<file path="src/hdl/job_regfile_pkg.sv">
// Shared types and register map; at most four contexts, eight I/O and eight generic words
`default_nettype none

package job_regfile_pkg;

  // Word types
  typedef logic [31:0] data_t;   // Register word
  typedef logic [5:0]  addr_t;   // Word address
  typedef logic [3:0]  be_t;     // Byte enables
  typedef logic [7:0]  job_id_t; // Offload and running job ids
  typedef logic [1:0]  cxt_t;    // Context index
  typedef logic [31:0] status_t; // One busy byte per context

  // Mandatory registers, addresses 5 to 7 are unmapped
  localparam addr_t REG_TRIGGER  = 6'd0;
  localparam addr_t REG_ACQUIRE  = 6'd1;
  localparam addr_t REG_FINISHED = 6'd2;
  localparam addr_t REG_STATUS   = 6'd3;
  localparam addr_t REG_RUNNING  = 6'd4;

  // Bank bases, both aligned to eight words
  localparam addr_t GENERIC_BASE = 6'd8;
  localparam addr_t IO_BASE      = 6'd16;

  // Response codes
  localparam data_t RESP_ALL_CXT_BUSY = '1;
  localparam data_t UNKNOWN_RDATA     = 32'hdeadbeef;

  // Finished counter saturates here
  localparam logic [1:0] FINISHED_MAX = 2'd2;

  localparam logic [7:0] STATUS_BUSY = 8'h01; // Status byte of a busy context

  // Source of the word returned on a read
  typedef enum logic [2:0] {
    RD_RESP,     // Acquire response or fixed code
    RD_STATUS,
    RD_RUNNING,
    RD_FINISHED,
    RD_STORE     // Parameter store read data
  } rd_src_e;

endpackage

`default_nettype wire

</file>
<file path="src/hdl/reg_access_if.sv">
// Parameter register access path; index addresses at most eight words per bank
`timescale 1ns/1ps
`default_nettype none

interface reg_access_if;

  logic                   wr;         // Write strobe
  logic                   rd;         // Read strobe
  logic                   is_generic; // Generic bank instead of I/O bank
  logic [2:0]             index;      // Word within the bank
  job_regfile_pkg::cxt_t  cxt;        // Context of the I/O access
  job_regfile_pkg::data_t wdata;
  job_regfile_pkg::be_t   be;
  job_regfile_pkg::data_t rdata;      // Valid one cycle after rd

  modport ctrl (
    output wr, rd, is_generic, index, cxt, wdata, be,
    input  rdata
  );

  modport store (
    input  wr, rd, is_generic, index, cxt, wdata, be,
    output rdata
  );

endinterface

`default_nettype wire

</file>
<file path="src/hdl/job_regfile_top.sv">
// Job offload register file top; N_CONTEXT 1 to 4, up to eight I/O and generic words
`timescale 1ns/1ps
`default_nettype none

module job_regfile_top #(
  parameter int unsigned N_CONTEXT      = 2,
  parameter int unsigned N_IO_REGS      = 4,
  parameter int unsigned N_GENERIC_REGS = 2
) (
  input  logic                                        clk_i,
  input  logic                                        rst_ni,
  input  logic                                        clear_i,
  input  logic                                        req_i,
  input  logic                                        wren_i,
  input  job_regfile_pkg::addr_t                      addr_i,
  input  job_regfile_pkg::data_t                      wdata_i,
  input  job_regfile_pkg::be_t                        be_i,
  output job_regfile_pkg::data_t                      rdata_o,
  input  logic                                        done_i,
  output job_regfile_pkg::data_t [N_IO_REGS-1:0]      job_params_o,
  output job_regfile_pkg::data_t [N_GENERIC_REGS-1:0] generic_params_o
);

  logic                     trigger, done, finished_clr;
  job_regfile_pkg::cxt_t    pointer_cxt, running_cxt;
  job_regfile_pkg::status_t status;
  job_regfile_pkg::job_id_t running_id;
  logic [1:0]               finished;

  reg_access_if acc ();

  regfile_ctrl #(
    .N_CONTEXT      ( N_CONTEXT      ),
    .N_IO_REGS      ( N_IO_REGS      ),
    .N_GENERIC_REGS ( N_GENERIC_REGS )
  ) i_regfile_ctrl (
    .clk_i          ( clk_i        ),
    .rst_ni         ( rst_ni       ),
    .clear_i        ( clear_i      ),
    .req_i          ( req_i        ),
    .wren_i         ( wren_i       ),
    .addr_i         ( addr_i       ),
    .wdata_i        ( wdata_i      ),
    .be_i           ( be_i         ),
    .done_i         ( done_i       ),
    .rdata_o        ( rdata_o      ),
    .acc            ( acc.ctrl     ),
    .trigger_o      ( trigger      ),
    .done_o         ( done         ),
    .finished_clr_o ( finished_clr ),
    .pointer_cxt_o  ( pointer_cxt  ),
    .running_cxt_o  ( running_cxt  ),
    .status_i       ( status       ),
    .running_id_i   ( running_id   ),
    .finished_i     ( finished     )
  );

  param_store #(
    .N_CONTEXT      ( N_CONTEXT      ),
    .N_IO_REGS      ( N_IO_REGS      ),
    .N_GENERIC_REGS ( N_GENERIC_REGS )
  ) i_param_store (
    .clk_i            ( clk_i            ),
    .rst_ni           ( rst_ni           ),
    .clear_i          ( clear_i          ),
    .acc              ( acc.store        ),
    .running_cxt_i    ( running_cxt      ),
    .job_params_o     ( job_params_o     ),
    .generic_params_o ( generic_params_o )
  );

  job_status #(
    .N_CONTEXT ( N_CONTEXT )
  ) i_job_status (
    .clk_i          ( clk_i        ),
    .rst_ni         ( rst_ni       ),
    .clear_i        ( clear_i      ),
    .trigger_i      ( trigger      ),
    .done_i         ( done         ),
    .finished_clr_i ( finished_clr ),
    .pointer_cxt_i  ( pointer_cxt  ),
    .running_cxt_i  ( running_cxt  ),
    .status_o       ( status       ),
    .running_id_o   ( running_id   ),
    .finished_o     ( finished     )
  );

endmodule

`default_nettype wire

</file>
<file path="src/hdl/job_status.sv">
// Busy bytes, running id and finished count; status bytes at or above N_CONTEXT read zero
`timescale 1ns/1ps
`default_nettype none

module job_status #(
  parameter int unsigned N_CONTEXT = 2
) (
  input  logic                      clk_i,
  input  logic                      rst_ni,
  input  logic                      clear_i,
  input  logic                      trigger_i,
  input  logic                      done_i,
  input  logic                      finished_clr_i,
  input  job_regfile_pkg::cxt_t     pointer_cxt_i,
  input  job_regfile_pkg::cxt_t     running_cxt_i,
  output job_regfile_pkg::status_t  status_o,
  output job_regfile_pkg::job_id_t  running_id_o,
  output logic [1:0]                finished_o
);

  logic [N_CONTEXT-1:0]     busy_q;
  logic                     done_q;        // Done delayed by one cycle
  job_regfile_pkg::job_id_t running_id_q;
  logic [1:0]               finished_q;

  // Trigger and done cannot hit the same context in one cycle
  always_ff @(posedge clk_i or negedge rst_ni) begin
    if (!rst_ni) begin
      busy_q <= '0;
    end else if (clear_i) begin
      busy_q <= '0;
    end else begin
      for (int c = 0; c < N_CONTEXT; c++) begin
        if (trigger_i && pointer_cxt_i == c) busy_q[c] <= 1'b1;
        else if (done_i && running_cxt_i == c) busy_q[c] <= 1'b0;
      end
    end
  end

  for (genvar c = 0; c < 4; c++) begin : g_status
    if (c < N_CONTEXT) begin : g_used
      assign status_o[8*c +: 8] = busy_q[c] ? job_regfile_pkg::STATUS_BUSY : 8'h00;
    end else begin : g_unused
      assign status_o[8*c +: 8] = 8'h00;
    end
  end

  always_ff @(posedge clk_i or negedge rst_ni) begin
    if (!rst_ni) begin
      done_q       <= 1'b0;
      running_id_q <= '0;
    end else if (clear_i) begin
      done_q       <= 1'b0;
      running_id_q <= '0;
    end else begin
      done_q <= done_i;
      if (done_q) running_id_q <= running_id_q + 1'b1;
    end
  end

  // Clear on read wins over a concurrent increment
  always_ff @(posedge clk_i or negedge rst_ni) begin
    if (!rst_ni) begin
      finished_q <= '0;
    end else if (clear_i || finished_clr_i) begin
      finished_q <= '0;
    end else if (done_q && finished_q < job_regfile_pkg::FINISHED_MAX) begin
      finished_q <= finished_q + 1'b1;
    end
  end

  assign running_id_o = running_id_q;
  assign finished_o   = finished_q;

endmodule

`default_nettype wire

</file>
<file path="src/hdl/param_store.sv">
// I/O and generic parameter words in flip-flops; indices are assumed in range from the decoder
`timescale 1ns/1ps
`default_nettype none

module param_store #(
  parameter int unsigned N_CONTEXT      = 2,
  parameter int unsigned N_IO_REGS      = 4,
  parameter int unsigned N_GENERIC_REGS = 2
) (
  input  logic                                           clk_i,
  input  logic                                           rst_ni,
  input  logic                                           clear_i,
  reg_access_if.store                                    acc,
  input  job_regfile_pkg::cxt_t                          running_cxt_i,
  output job_regfile_pkg::data_t [N_IO_REGS-1:0]         job_params_o,
  output job_regfile_pkg::data_t [N_GENERIC_REGS-1:0]    generic_params_o
);

  job_regfile_pkg::data_t [N_CONTEXT-1:0][N_IO_REGS-1:0] io_q;
  job_regfile_pkg::data_t [N_GENERIC_REGS-1:0]           gen_q;
  job_regfile_pkg::data_t                                rdata_q;

  // Byte-enabled merge of a write into a stored word
  function automatic job_regfile_pkg::data_t merge_bytes(
    job_regfile_pkg::data_t old_word,
    job_regfile_pkg::data_t new_word,
    job_regfile_pkg::be_t   be
  );
    job_regfile_pkg::data_t res;
    res = old_word;
    for (int b = 0; b < 4; b++) begin
      if (be[b]) res[8*b +: 8] = new_word[8*b +: 8];
    end
    return res;
  endfunction

  // I/O bank, one set of words per context
  always_ff @(posedge clk_i or negedge rst_ni) begin
    if (!rst_ni) begin
      io_q <= '0;
    end else if (clear_i) begin
      io_q <= '0;
    end else if (acc.wr && !acc.is_generic) begin
      for (int c = 0; c < N_CONTEXT; c++) begin
        for (int r = 0; r < N_IO_REGS; r++) begin
          if (acc.cxt == c && acc.index == r) begin
            io_q[c][r] <= merge_bytes(io_q[c][r], acc.wdata, acc.be);
          end
        end
      end
    end
  end

  // Generic bank, shared by all contexts
  always_ff @(posedge clk_i or negedge rst_ni) begin
    if (!rst_ni) begin
      gen_q <= '0;
    end else if (clear_i) begin
      gen_q <= '0;
    end else if (acc.wr && acc.is_generic) begin
      for (int r = 0; r < N_GENERIC_REGS; r++) begin
        if (acc.index == r) gen_q[r] <= merge_bytes(gen_q[r], acc.wdata, acc.be);
      end
    end
  end

  // Read word held until the next read
  always_ff @(posedge clk_i or negedge rst_ni) begin
    if (!rst_ni) begin
      rdata_q <= '0;
    end else if (clear_i) begin
      rdata_q <= '0;
    end else if (acc.rd) begin
      rdata_q <= acc.is_generic ? gen_q[acc.index] : io_q[acc.cxt][acc.index];
    end
  end

  assign acc.rdata        = rdata_q;
  assign job_params_o     = io_q[running_cxt_i]; // Follows the running job
  assign generic_params_o = gen_q;

endmodule

`default_nettype wire

</file>
<file path="src/hdl/regfile_ctrl.sv">
// Bus decode and read path; single offloader, one-cycle read latency, no back-pressure
`timescale 1ns/1ps
`default_nettype none

module regfile_ctrl #(
  parameter int unsigned N_CONTEXT      = 2,
  parameter int unsigned N_IO_REGS      = 4,
  parameter int unsigned N_GENERIC_REGS = 2
) (
  input  logic                      clk_i,
  input  logic                      rst_ni,
  input  logic                      clear_i,
  input  logic                      req_i,
  input  logic                      wren_i,
  input  job_regfile_pkg::addr_t    addr_i,
  input  job_regfile_pkg::data_t    wdata_i,
  input  job_regfile_pkg::be_t      be_i,
  input  logic                      done_i,
  output job_regfile_pkg::data_t    rdata_o,
  reg_access_if.ctrl                acc,
  output logic                      trigger_o,
  output logic                      done_o,
  output logic                      finished_clr_o,
  output job_regfile_pkg::cxt_t     pointer_cxt_o,
  output job_regfile_pkg::cxt_t     running_cxt_o,
  input  job_regfile_pkg::status_t  status_i,
  input  job_regfile_pkg::job_id_t  running_id_i,
  input  logic [1:0]                finished_i
);

  job_regfile_pkg::cxt_t   pointer_cxt_q, running_cxt_q;
  job_regfile_pkg::job_id_t offload_id_q;
  job_regfile_pkg::rd_src_e rd_src_d, rd_src_q;
  job_regfile_pkg::data_t  resp_d, resp_q;
  job_regfile_pkg::data_t  fixed_resp;
  logic is_read, is_write;
  logic is_generic, is_io;
  logic pointer_busy, running_busy;

  // Wraps a context counter at N_CONTEXT
  function automatic job_regfile_pkg::cxt_t next_cxt(job_regfile_pkg::cxt_t cxt);
    if (cxt == job_regfile_pkg::cxt_t'(N_CONTEXT - 1)) begin
      return '0;
    end
    return cxt + 1'b1;
  endfunction

  assign is_read  = req_i & ~wren_i;
  assign is_write = req_i & wren_i;

  assign is_generic = (addr_i >= job_regfile_pkg::GENERIC_BASE) &&
                      (addr_i <  job_regfile_pkg::GENERIC_BASE + N_GENERIC_REGS);
  assign is_io      = (addr_i >= job_regfile_pkg::IO_BASE) &&
                      (addr_i <  job_regfile_pkg::IO_BASE + N_IO_REGS);

  assign pointer_busy = status_i[8*pointer_cxt_q +: 8] != 8'h00;
  assign running_busy = status_i[8*running_cxt_q +: 8] != 8'h00;

  // Parameter store access, I/O words always target the pointer context
  assign acc.wr         = is_write & (is_generic | is_io);
  assign acc.rd         = is_read & (is_generic | is_io);
  assign acc.is_generic = is_generic;
  assign acc.index      = addr_i[2:0]; // Low bits suffice since bases are aligned
  assign acc.cxt        = pointer_cxt_q;
  assign acc.wdata      = wdata_i;
  assign acc.be         = be_i;

  assign trigger_o      = is_write && (addr_i == job_regfile_pkg::REG_TRIGGER) && !pointer_busy;
  assign done_o         = done_i & running_busy; // Spurious done is dropped
  assign finished_clr_o = is_read && (addr_i == job_regfile_pkg::REG_FINISHED);
  assign pointer_cxt_o  = pointer_cxt_q;
  assign running_cxt_o  = running_cxt_q;

  // Context pointers and offload id; an id is consumed when its job is triggered
  always_ff @(posedge clk_i or negedge rst_ni) begin
    if (!rst_ni) begin
      pointer_cxt_q <= '0;
      running_cxt_q <= '0;
      offload_id_q  <= '0;
    end else if (clear_i) begin
      pointer_cxt_q <= '0;
      running_cxt_q <= '0;
      offload_id_q  <= '0;
    end else begin
      if (trigger_o) begin
        pointer_cxt_q <= next_cxt(pointer_cxt_q);
        offload_id_q  <= offload_id_q + 1'b1;
      end
      if (done_o) running_cxt_q <= next_cxt(running_cxt_q);
    end
  end

  always_comb begin
    if (addr_i == job_regfile_pkg::REG_ACQUIRE) begin
      fixed_resp = pointer_busy ? job_regfile_pkg::RESP_ALL_CXT_BUSY
                                : job_regfile_pkg::data_t'(offload_id_q);
    end else if (addr_i == job_regfile_pkg::REG_TRIGGER) begin
      fixed_resp = '0;
    end else begin
      fixed_resp = job_regfile_pkg::UNKNOWN_RDATA;
    end
  end

  always_comb begin
    rd_src_d = job_regfile_pkg::RD_RESP;
    if (is_generic || is_io) rd_src_d = job_regfile_pkg::RD_STORE;
    else if (addr_i == job_regfile_pkg::REG_STATUS) rd_src_d = job_regfile_pkg::RD_STATUS;
    else if (addr_i == job_regfile_pkg::REG_RUNNING) rd_src_d = job_regfile_pkg::RD_RUNNING;
    else if (addr_i == job_regfile_pkg::REG_FINISHED) rd_src_d = job_regfile_pkg::RD_FINISHED;
  end

  // Snapshot at the read edge, finished count is cleared on that same edge
  always_comb begin
    case (rd_src_d)
      job_regfile_pkg::RD_STATUS:   resp_d = status_i;
      job_regfile_pkg::RD_RUNNING:  resp_d = job_regfile_pkg::data_t'(running_id_i);
      job_regfile_pkg::RD_FINISHED: resp_d = job_regfile_pkg::data_t'(finished_i);
      job_regfile_pkg::RD_STORE:    resp_d = '0; // Store returns its own word
      default:                      resp_d = fixed_resp;
    endcase
  end

  always_ff @(posedge clk_i or negedge rst_ni) begin
    if (!rst_ni) begin
      rd_src_q <= job_regfile_pkg::RD_RESP;
      resp_q   <= '0;
    end else if (clear_i) begin
      rd_src_q <= job_regfile_pkg::RD_RESP;
      resp_q   <= '0;
    end else if (is_read) begin
      rd_src_q <= rd_src_d;
      resp_q   <= resp_d;
    end
  end

  assign rdata_o = (rd_src_q == job_regfile_pkg::RD_STORE) ? acc.rdata : resp_q;

endmodule

`default_nettype wire

</file>
<file path="config.mk">
export PLATFORM = sky130hd
export DESIGN_NAME = job_regfile_top
export DESIGN_NICKNAME = d
export VERILOG_FILES = /design/src/hdl/job_regfile_pkg.sv /design/src/hdl/reg_access_if.sv /design/src/hdl/job_regfile_top.sv /design/src/hdl/job_status.sv /design/src/hdl/param_store.sv /design/src/hdl/regfile_ctrl.sv
export SDC_FILE = /design/constraint.sdc
export NUM_CORES = 1
export LEC_CHECK = 0
export BUFFER_PORTS_ARGS = -buffer_cell sky130_fd_sc_hd__buf_2
export CAP_MARGIN = 20
export CORE_MARGIN = 5
export CORE_UTILIZATION = 55
export DETAILED_ROUTE_END_ITERATION = 10
export PLACE_DENSITY_LB_ADDON = 0.12
export SLEW_MARGIN = 0
export SYNTH_ARGS = -nofsm -noshare
export SYNTH_HDL_FRONTEND = slang
export SYNTH_SLANG_ARGS = --single-unit
</file>
<file path="constraint.sdc">
create_clock -name clk_i -period 2.5 [get_ports clk_i]
set_input_delay 0.5 -clock clk_i [delete_from_list [all_inputs] [get_ports clk_i]]
set_output_delay 0.5 -clock clk_i [all_outputs]
set_load 0.05 [all_outputs]
</file>
Word-level counts from Yosys, hierarchy flattened
Cells that the tools add are included.

word-level totals
  output and inout port bits = 224
  bits of input ports = 48
  register bits after elaboration = 412
  logic and storage cells = 252

cells by class
  bitwise gates (word level) = 7
  mux-type cells = 70
  reductions and logical operators = 94
  equal/unequal tests = 14
  shifts and indexed selects = 2
  $add $sub $neg = 5
  order comparisons = 9

operators with widths
  cell                   number
  $mux W32               22
  $mux W128              4
  $mux W256              2
  $mux W64               2
  $pmux W32 S4           1
  $reduce_and A3 Y1      40
  $bmux W32 S2           1
  $mux W8                8
  $shiftx A32 B6 Y8      2
  $reduce_bool A2 Y1     22
  $mux W2                12
  $logic_and A1 B1 Y1    20
  $add A8 B1 Y8 const B  2
  $reduce_bool A8 Y1     2
  $mux W3                5
  $mux W1                13
  $eq A3 B2 Y1 const B   4
  $eq A6 B2 Y1 const B   2
  $add A2 B1 Y2 const B  3
  $eq A3 B1 Y1 const B   2
  $eq A3 B3 Y1 const B   2
  $eq A6 B1 Y1 const B   1
  $eq A6 B3 Y1 const B   1
  $ge A6 B4 Y1 const B   1
  16 further kinds       27

Longest topological paths before layout
  depth in word-level cells = 10
  mapped depth = 7
  mapped depth without buffers = 5

Modules after synthesis
From an unflattened synthesis, not the netlist that was laid out.

unflattened totals
  cell total of the unflattened synthesis = 2274
  area, all modules = 22972.0 um^2

modules (own cells, without submodules)
  module        times used  sequential area each (um^2)  area each (um^2)  cells an instance
  param_store   1           8808.4                       18680.4           1807
  regfile_ctrl  1           1176.1                       3470.8            380
  job_status    1           325.3                        820.8             87

Least setup slack after synthesis
No wires, ideal clock.

  path kind = input -> register
  start point = input port addr_i[2]
  end point = register i_param_store.io_q[120] (netlist bit)
  setup slack = 0.214 ns
  path buffers = 2
  arrival = 2.154 ns
  stages on the path = 6
  cell sequence = clkbuf_1 > or4b_1 > buf_6 > nor4_4 > mux2i_1 > nor2_1

between the ends
  cells in the longest elaborated chain, start to end = 7

RTL lines
  item                                    RTL line                                RTL
  start: declaration                      job_regfile_top.sv:15                   input job_regfile_pkg::addr_t addr_i,
  $ge A6 B4 Y1 (tied with other cells)    regfile_ctrl.sv:51                      assign is_generic = (addr_i >= job_regfile_pkg::GENERIC_BASE) &&
  $logic_and A1 B1 Y1 (on tied branches)  regfile_ctrl.sv:51, regfile_ctrl.sv:53
  $or A1 B1 Y1                            regfile_ctrl.sv:60                      assign acc.wr = is_write & (is_generic | is_io);
  $and A1 B1 Y1                           regfile_ctrl.sv:60
  $logic_and A1 B1 Y1                     param_store.sv:43                       end else if (acc.wr && !acc.is_generic) begin
  $reduce_bool A2 Y1 (no line)            --
  $reduce_and A3 Y1 (no line) (*)         --
  end signal: indexed assignment          param_store.sv:47                       io_q[c][r] <= merge_bytes(io_q[c][r], acc.wdata, acc.be);
  end: declaration                        param_store.sv:19                       job_regfile_pkg::data_t [N_CONTEXT-1:0][N_IO_REGS-1:0] io_q;

Mark *: on every way between the ends. The rest lies on a longest branch, timed or not.
A chain may end at the register's enable or synchronous reset.

Worst setup path after layout
  start point = register i_regfile_ctrl.rd_src_q[2]
  end point = output port rdata_o[10]

between the ends
  cells in the longest elaborated chain, start to end = 2

RTL lines
  item                      RTL line               RTL
  start: declaration        regfile_ctrl.sv:33     job_regfile_pkg::rd_src_e rd_src_d, rd_src_q;
  start signal: assignment  regfile_ctrl.sv:125    rd_src_q <= job_regfile_pkg::RD_RESP;
  start signal: assignment  regfile_ctrl.sv:128    rd_src_q <= job_regfile_pkg::RD_RESP;
  start signal: assignment  regfile_ctrl.sv:131    rd_src_q <= rd_src_d;
  $eq A3 B3 Y1              regfile_ctrl.sv:136    assign rdata_o = (rd_src_q == job_regfile_pkg::RD_STORE) ? acc.rdata : resp_q;
  $mux W32                  regfile_ctrl.sv:136
  end: declaration          job_regfile_top.sv:18  output job_regfile_pkg::data_t rdata_o,

Every way passes these cells.

==> results.md <==
* Status: finished, violations left
* Violated checks: setup timing
* Hold_ws at around 0.23 ns
* Ant. Diodes at 0
* Syn Inst Count at roughly 1900
* Chip width at approximately 200 µm
* Clock root cell: clkbuf_16
* Critical Path AT at between 2 and 2.5 ns
* # rows at between 70 and 80
* Area contributors post-synth: dfrtp_1, mux2_2, mux4_2, nand3_1, a21oi_1
* Number of global-route vias before repair at 17610
* Port Buf Inserts at between 200 and 300
* Count of final setup violators at 34
* Slew margin rel. at between 20% and 30%
* Die Footprint at around 42000 µm²
* Worst Path Buf+Inv at 3
* Vias per inst at ~6.4
* Leakage at approximately 12 nW
* Ratio of cells with drive above 1 in the final layout at about two fifths
* Pre-Repair DR Iteration Count at 5
* DPL Wire Length at ~48000 µm
* Iteration-0 DRC count of the detailed router at 1656
* Die height at about 200 µm
* Max Cap Violations at 0
* Starting Density at between 50 and 60%
* Worst Clk Skew at 0.01272 ns
* Largest net degree at the start of global routing at 77
* CTS tree: done
* Least-Margin Pin Slew at 1.102 ns
* Part of the power in combinational logic at between 10% and 20%
* Syn_area_per_cell at about 11 µm²
* Core ar. at about 38000 µm²
* Synth top area share at 46.94%
* Hold WC Path Type: primary input to flop
* Placed inst area at roughly 24000 µm²
* Placed cells at between 2000 and 3000
* CP required at about 2 ns
* Clock share of power at between 40 and 50%
* Clock Sinks at around 390
* Main flop type after synthesis: dfrtp_1
* Area grow syn2layout at 25.30%
* Global placement routability congestion at approximately 0.9
* Unrepaired setup endpoints after global routing: true
* Mapped Area at about 21000 µm²
* Clock period minus worst slack at between 2 and 3 ns
* Routed len/inst at roughly 26 µm
* Count of nets after finishing at 2258
* Sw frac at 25.36%
* Synth warn at 0
* Power density cells at about 560 nW/µm²
* Clock-pin slew on the worst setup and hold paths at ~0.060 ns
* Count of final max-slew check failures at 0
* First-pass GRT wire length at around 110000 µm
* Top-Level Pins at 272
* Worst vdd ir at approximately 0.00056 V
* Synth cell types at 53
* CP max-delay cell: dfrtp_1
* Crit-path cells: nor3b_4 > buf_4 > nor2b_4 > buf_12 > a21o_1 > buf_6
* Post-synthesis async set-or-reset flop share at 100.0%
* CP Class: flop to output port
* Setup crit start kind: flop
* Final worst slack at -0.07741 ns
* Final hold vios at 0
* Slowest stage delay, CP at between 0.3 and 0.4 ns
* Initial antenna violation count at 1
* Sequential share of power at between 40% and 50%
* Setup crit end kind: output port
* Total grt overflow at 0
* Setup total negative slack at -0.8524 ns
* Finished Cell Area at ~26000 µm²
* H-tree depth at 2
* Fmax at between 300 and 400 MHz
* GRT Util Overall at between 30% and 40%
* Clk buf depth at 3
* Clock Latency Late Sink at between 0.5 and 0.6 ns
* Fin crit share at 103.1%
* Non-Filler Instances at between 2000 and 3000
* Fin util at ~69%
* # DRC at 0
* Post-synth EDFFs at 0
* Syn_nets at slightly below 2000
* CP top delay family: buffers and inverters
* Post-synthesis sequential area ratio at between 40 and 50%
* Register bit count reported by yosys at 391
* CTS buffer count at 43
* Yosys top cell by area: dfrtp_1
* DR vias at 17610
* Net switching power at about 0.0037 W
* Pint at approximately 0.011 W
* Worst Path Max Fanout at 6
* Post-Route WL at 72100 µm
* Post-DRT Antenna Nets at 0
==> what timing repair did <==
item / in CTS / in global routing
pin swaps: 7 / 1
endpoints found under the setup margin: 113 / 147
gates resized for setup: 152 / 57
hold buffers: 1 / 0
hold endpoints to repair: 63 / 0
cloned: 1 / 8
setup buffers: 10 / 5
==> registers in the layout (all words and copies together) (netlist names) <==
name and flops:
i_job_status.busy_q 2, i_job_status.done_q 1, i_job_status.finished_o 2, i_job_status.running_id_o 8
i_param_store.acc.rdata 32, i_param_store.generic_params_o 64, i_param_store.io_q 256, i_regfile_ctrl.acc.cxt 2
i_regfile_ctrl.offload_id_q 8, i_regfile_ctrl.rd_src_q 3, i_regfile_ctrl.resp_q 11, i_regfile_ctrl.running_cxt_o 2
==> cell usage in the layout (no fill, tap or decap), types with 6 or more instances in the layout <==
cell and count:
a21oi_2 8, buf_4 148, mux2_4 15, mux2_2 272
and2_1 7, a21o_1 23, a21oi_1 123, nand2b_1 38
nor2_1 50, nor2b_1 71, clkbuf_8 13, mux4_2 64
buf_6 55, nand3_1 196, mux2_1 11, buf_8 11
o21ai_0 115, a32o_1 33, nand4_1 16, buf_2 163
a31oi_1 31, clkbuf_1 8, mux2i_1 38, dfrtp_1 389
or3b_2 6, nand2_1 153, buf_12 37, clkbuf_16 50
==> kinds of logic after synthesis <==
logic type / Yosys count / share of synthesized area (%)
AO/OA/AOI/OAI: 351 / 10.09
adder cells (fa/ha/maj): 2 / 0.1200
buffers and inverters: 154 / 2.977
multiplexers: 400 / 24.84
AND/OR/NAND/NOR: 582 / 14.65
flip-flops: 391 / 46.94
XOR/XNOR: 9 / 0.3782
==> Yosys cell counts (all sizes together), types with 7 or more instances <==
master	instances
dfrtp	391
mux2	298
nand3	196
nand2	153
a21oi	131
clkbuf	121
o21ai	115
nor2b	73
mux4	64
nor2	51
mux2i	38
nand2b	38
a32o	33
a31oi	32
buf	29
a21o	24
nand4	16
and2	12
nor4	8
nor3	7
nor3b	7
==> power by group through the flow <==
stage / logic (W) / registers [W] / clock network (W)
detailed placement: 0.00135 / 0.00679 / 0
global route: 0.00154 / 0.00670 / 0.00673
global placement: 0.00133 / 0.00677 / 0
CTS: 0.00142 / 0.00667 / 0.00649
floorplan: 0.000741 / 0.00673 / 0
finish: 0.00146 / 0.00668 / 0.00644
==> routing by layer <==
layer  share of wire, %  global-route usage, %  vias to the layer above
li1                   -                      -                     7562
met5              0.028                      0                        -
met1                 40                  47.58                     8971
met4                3.1                  10.12                        2
met2                 46                  51.44                      936
met3                 10                  8.168                      135
==> path summary, 6_finish.rpt <==
| check | from | to | slack [ns] | cells after the start |
|---|---|---|---|---|
| worst min-delay path | wdata_i[4] | i_param_store.io_q[68]$_DFFE_PN0P_ | 0.23 | 3 |
| min in group asynchronous | rst_ni | i_param_store.io_q[90]$_DFFE_PN0P_ | 0.54 | 2 |
| worst min register to register | i_regfile_ctrl.rd_src_q[2]$_DFFE_PN0P_ | i_regfile_ctrl.rd_src_q[2]$_DFFE_PN0P_ | 0.49 | 1 |
| worst max register to register | i_regfile_ctrl.acc.cxt[0]$_DFFE_PN0P_ | i_param_store.io_q[214]$_DFFE_PN0P_ | 0.11 | 4 |
| max in group asynchronous | rst_ni | i_param_store.io_q[52]$_DFFE_PN0P_ | 1.15 | 3 |
| worst max-delay path | i_regfile_ctrl.rd_src_q[2]$_DFFE_PN0P_ | rdata_o[10] | -0.08 | 6 |
==> worst min-delay path, cell delays in order <==
cell	delay, ns
buf_2	0.14
nand3_1	0.07
a21oi_1	0.05
==> final cells by class <==
cell class | instances | area [µm²]
fill | 2753 | 11460
tap | 511 | 639.4
sequential | 391 | 9792
clock inverter | 7 | 85.08
inverter | 4 | 15.01
timing repair buffer | 424 | 3684
multi-input combinational | 1344 | 10580
clock buffer | 65 | 1321
==> through the flow <==
stage | setup WS, ns | total power, W
6_report | -0.07741 | 0.01458
5_1_grt | -0.1039 | 0.01498
4_1_cts | -0.07949 | 0.01459
3_5_place_dp | -0.07588 | 0.008138
3_3_place_gp | -0.03370 | 0.008101
2_1_floorplan | 0.2144 | 0.007471
Power figures use the tool's default switching activity.
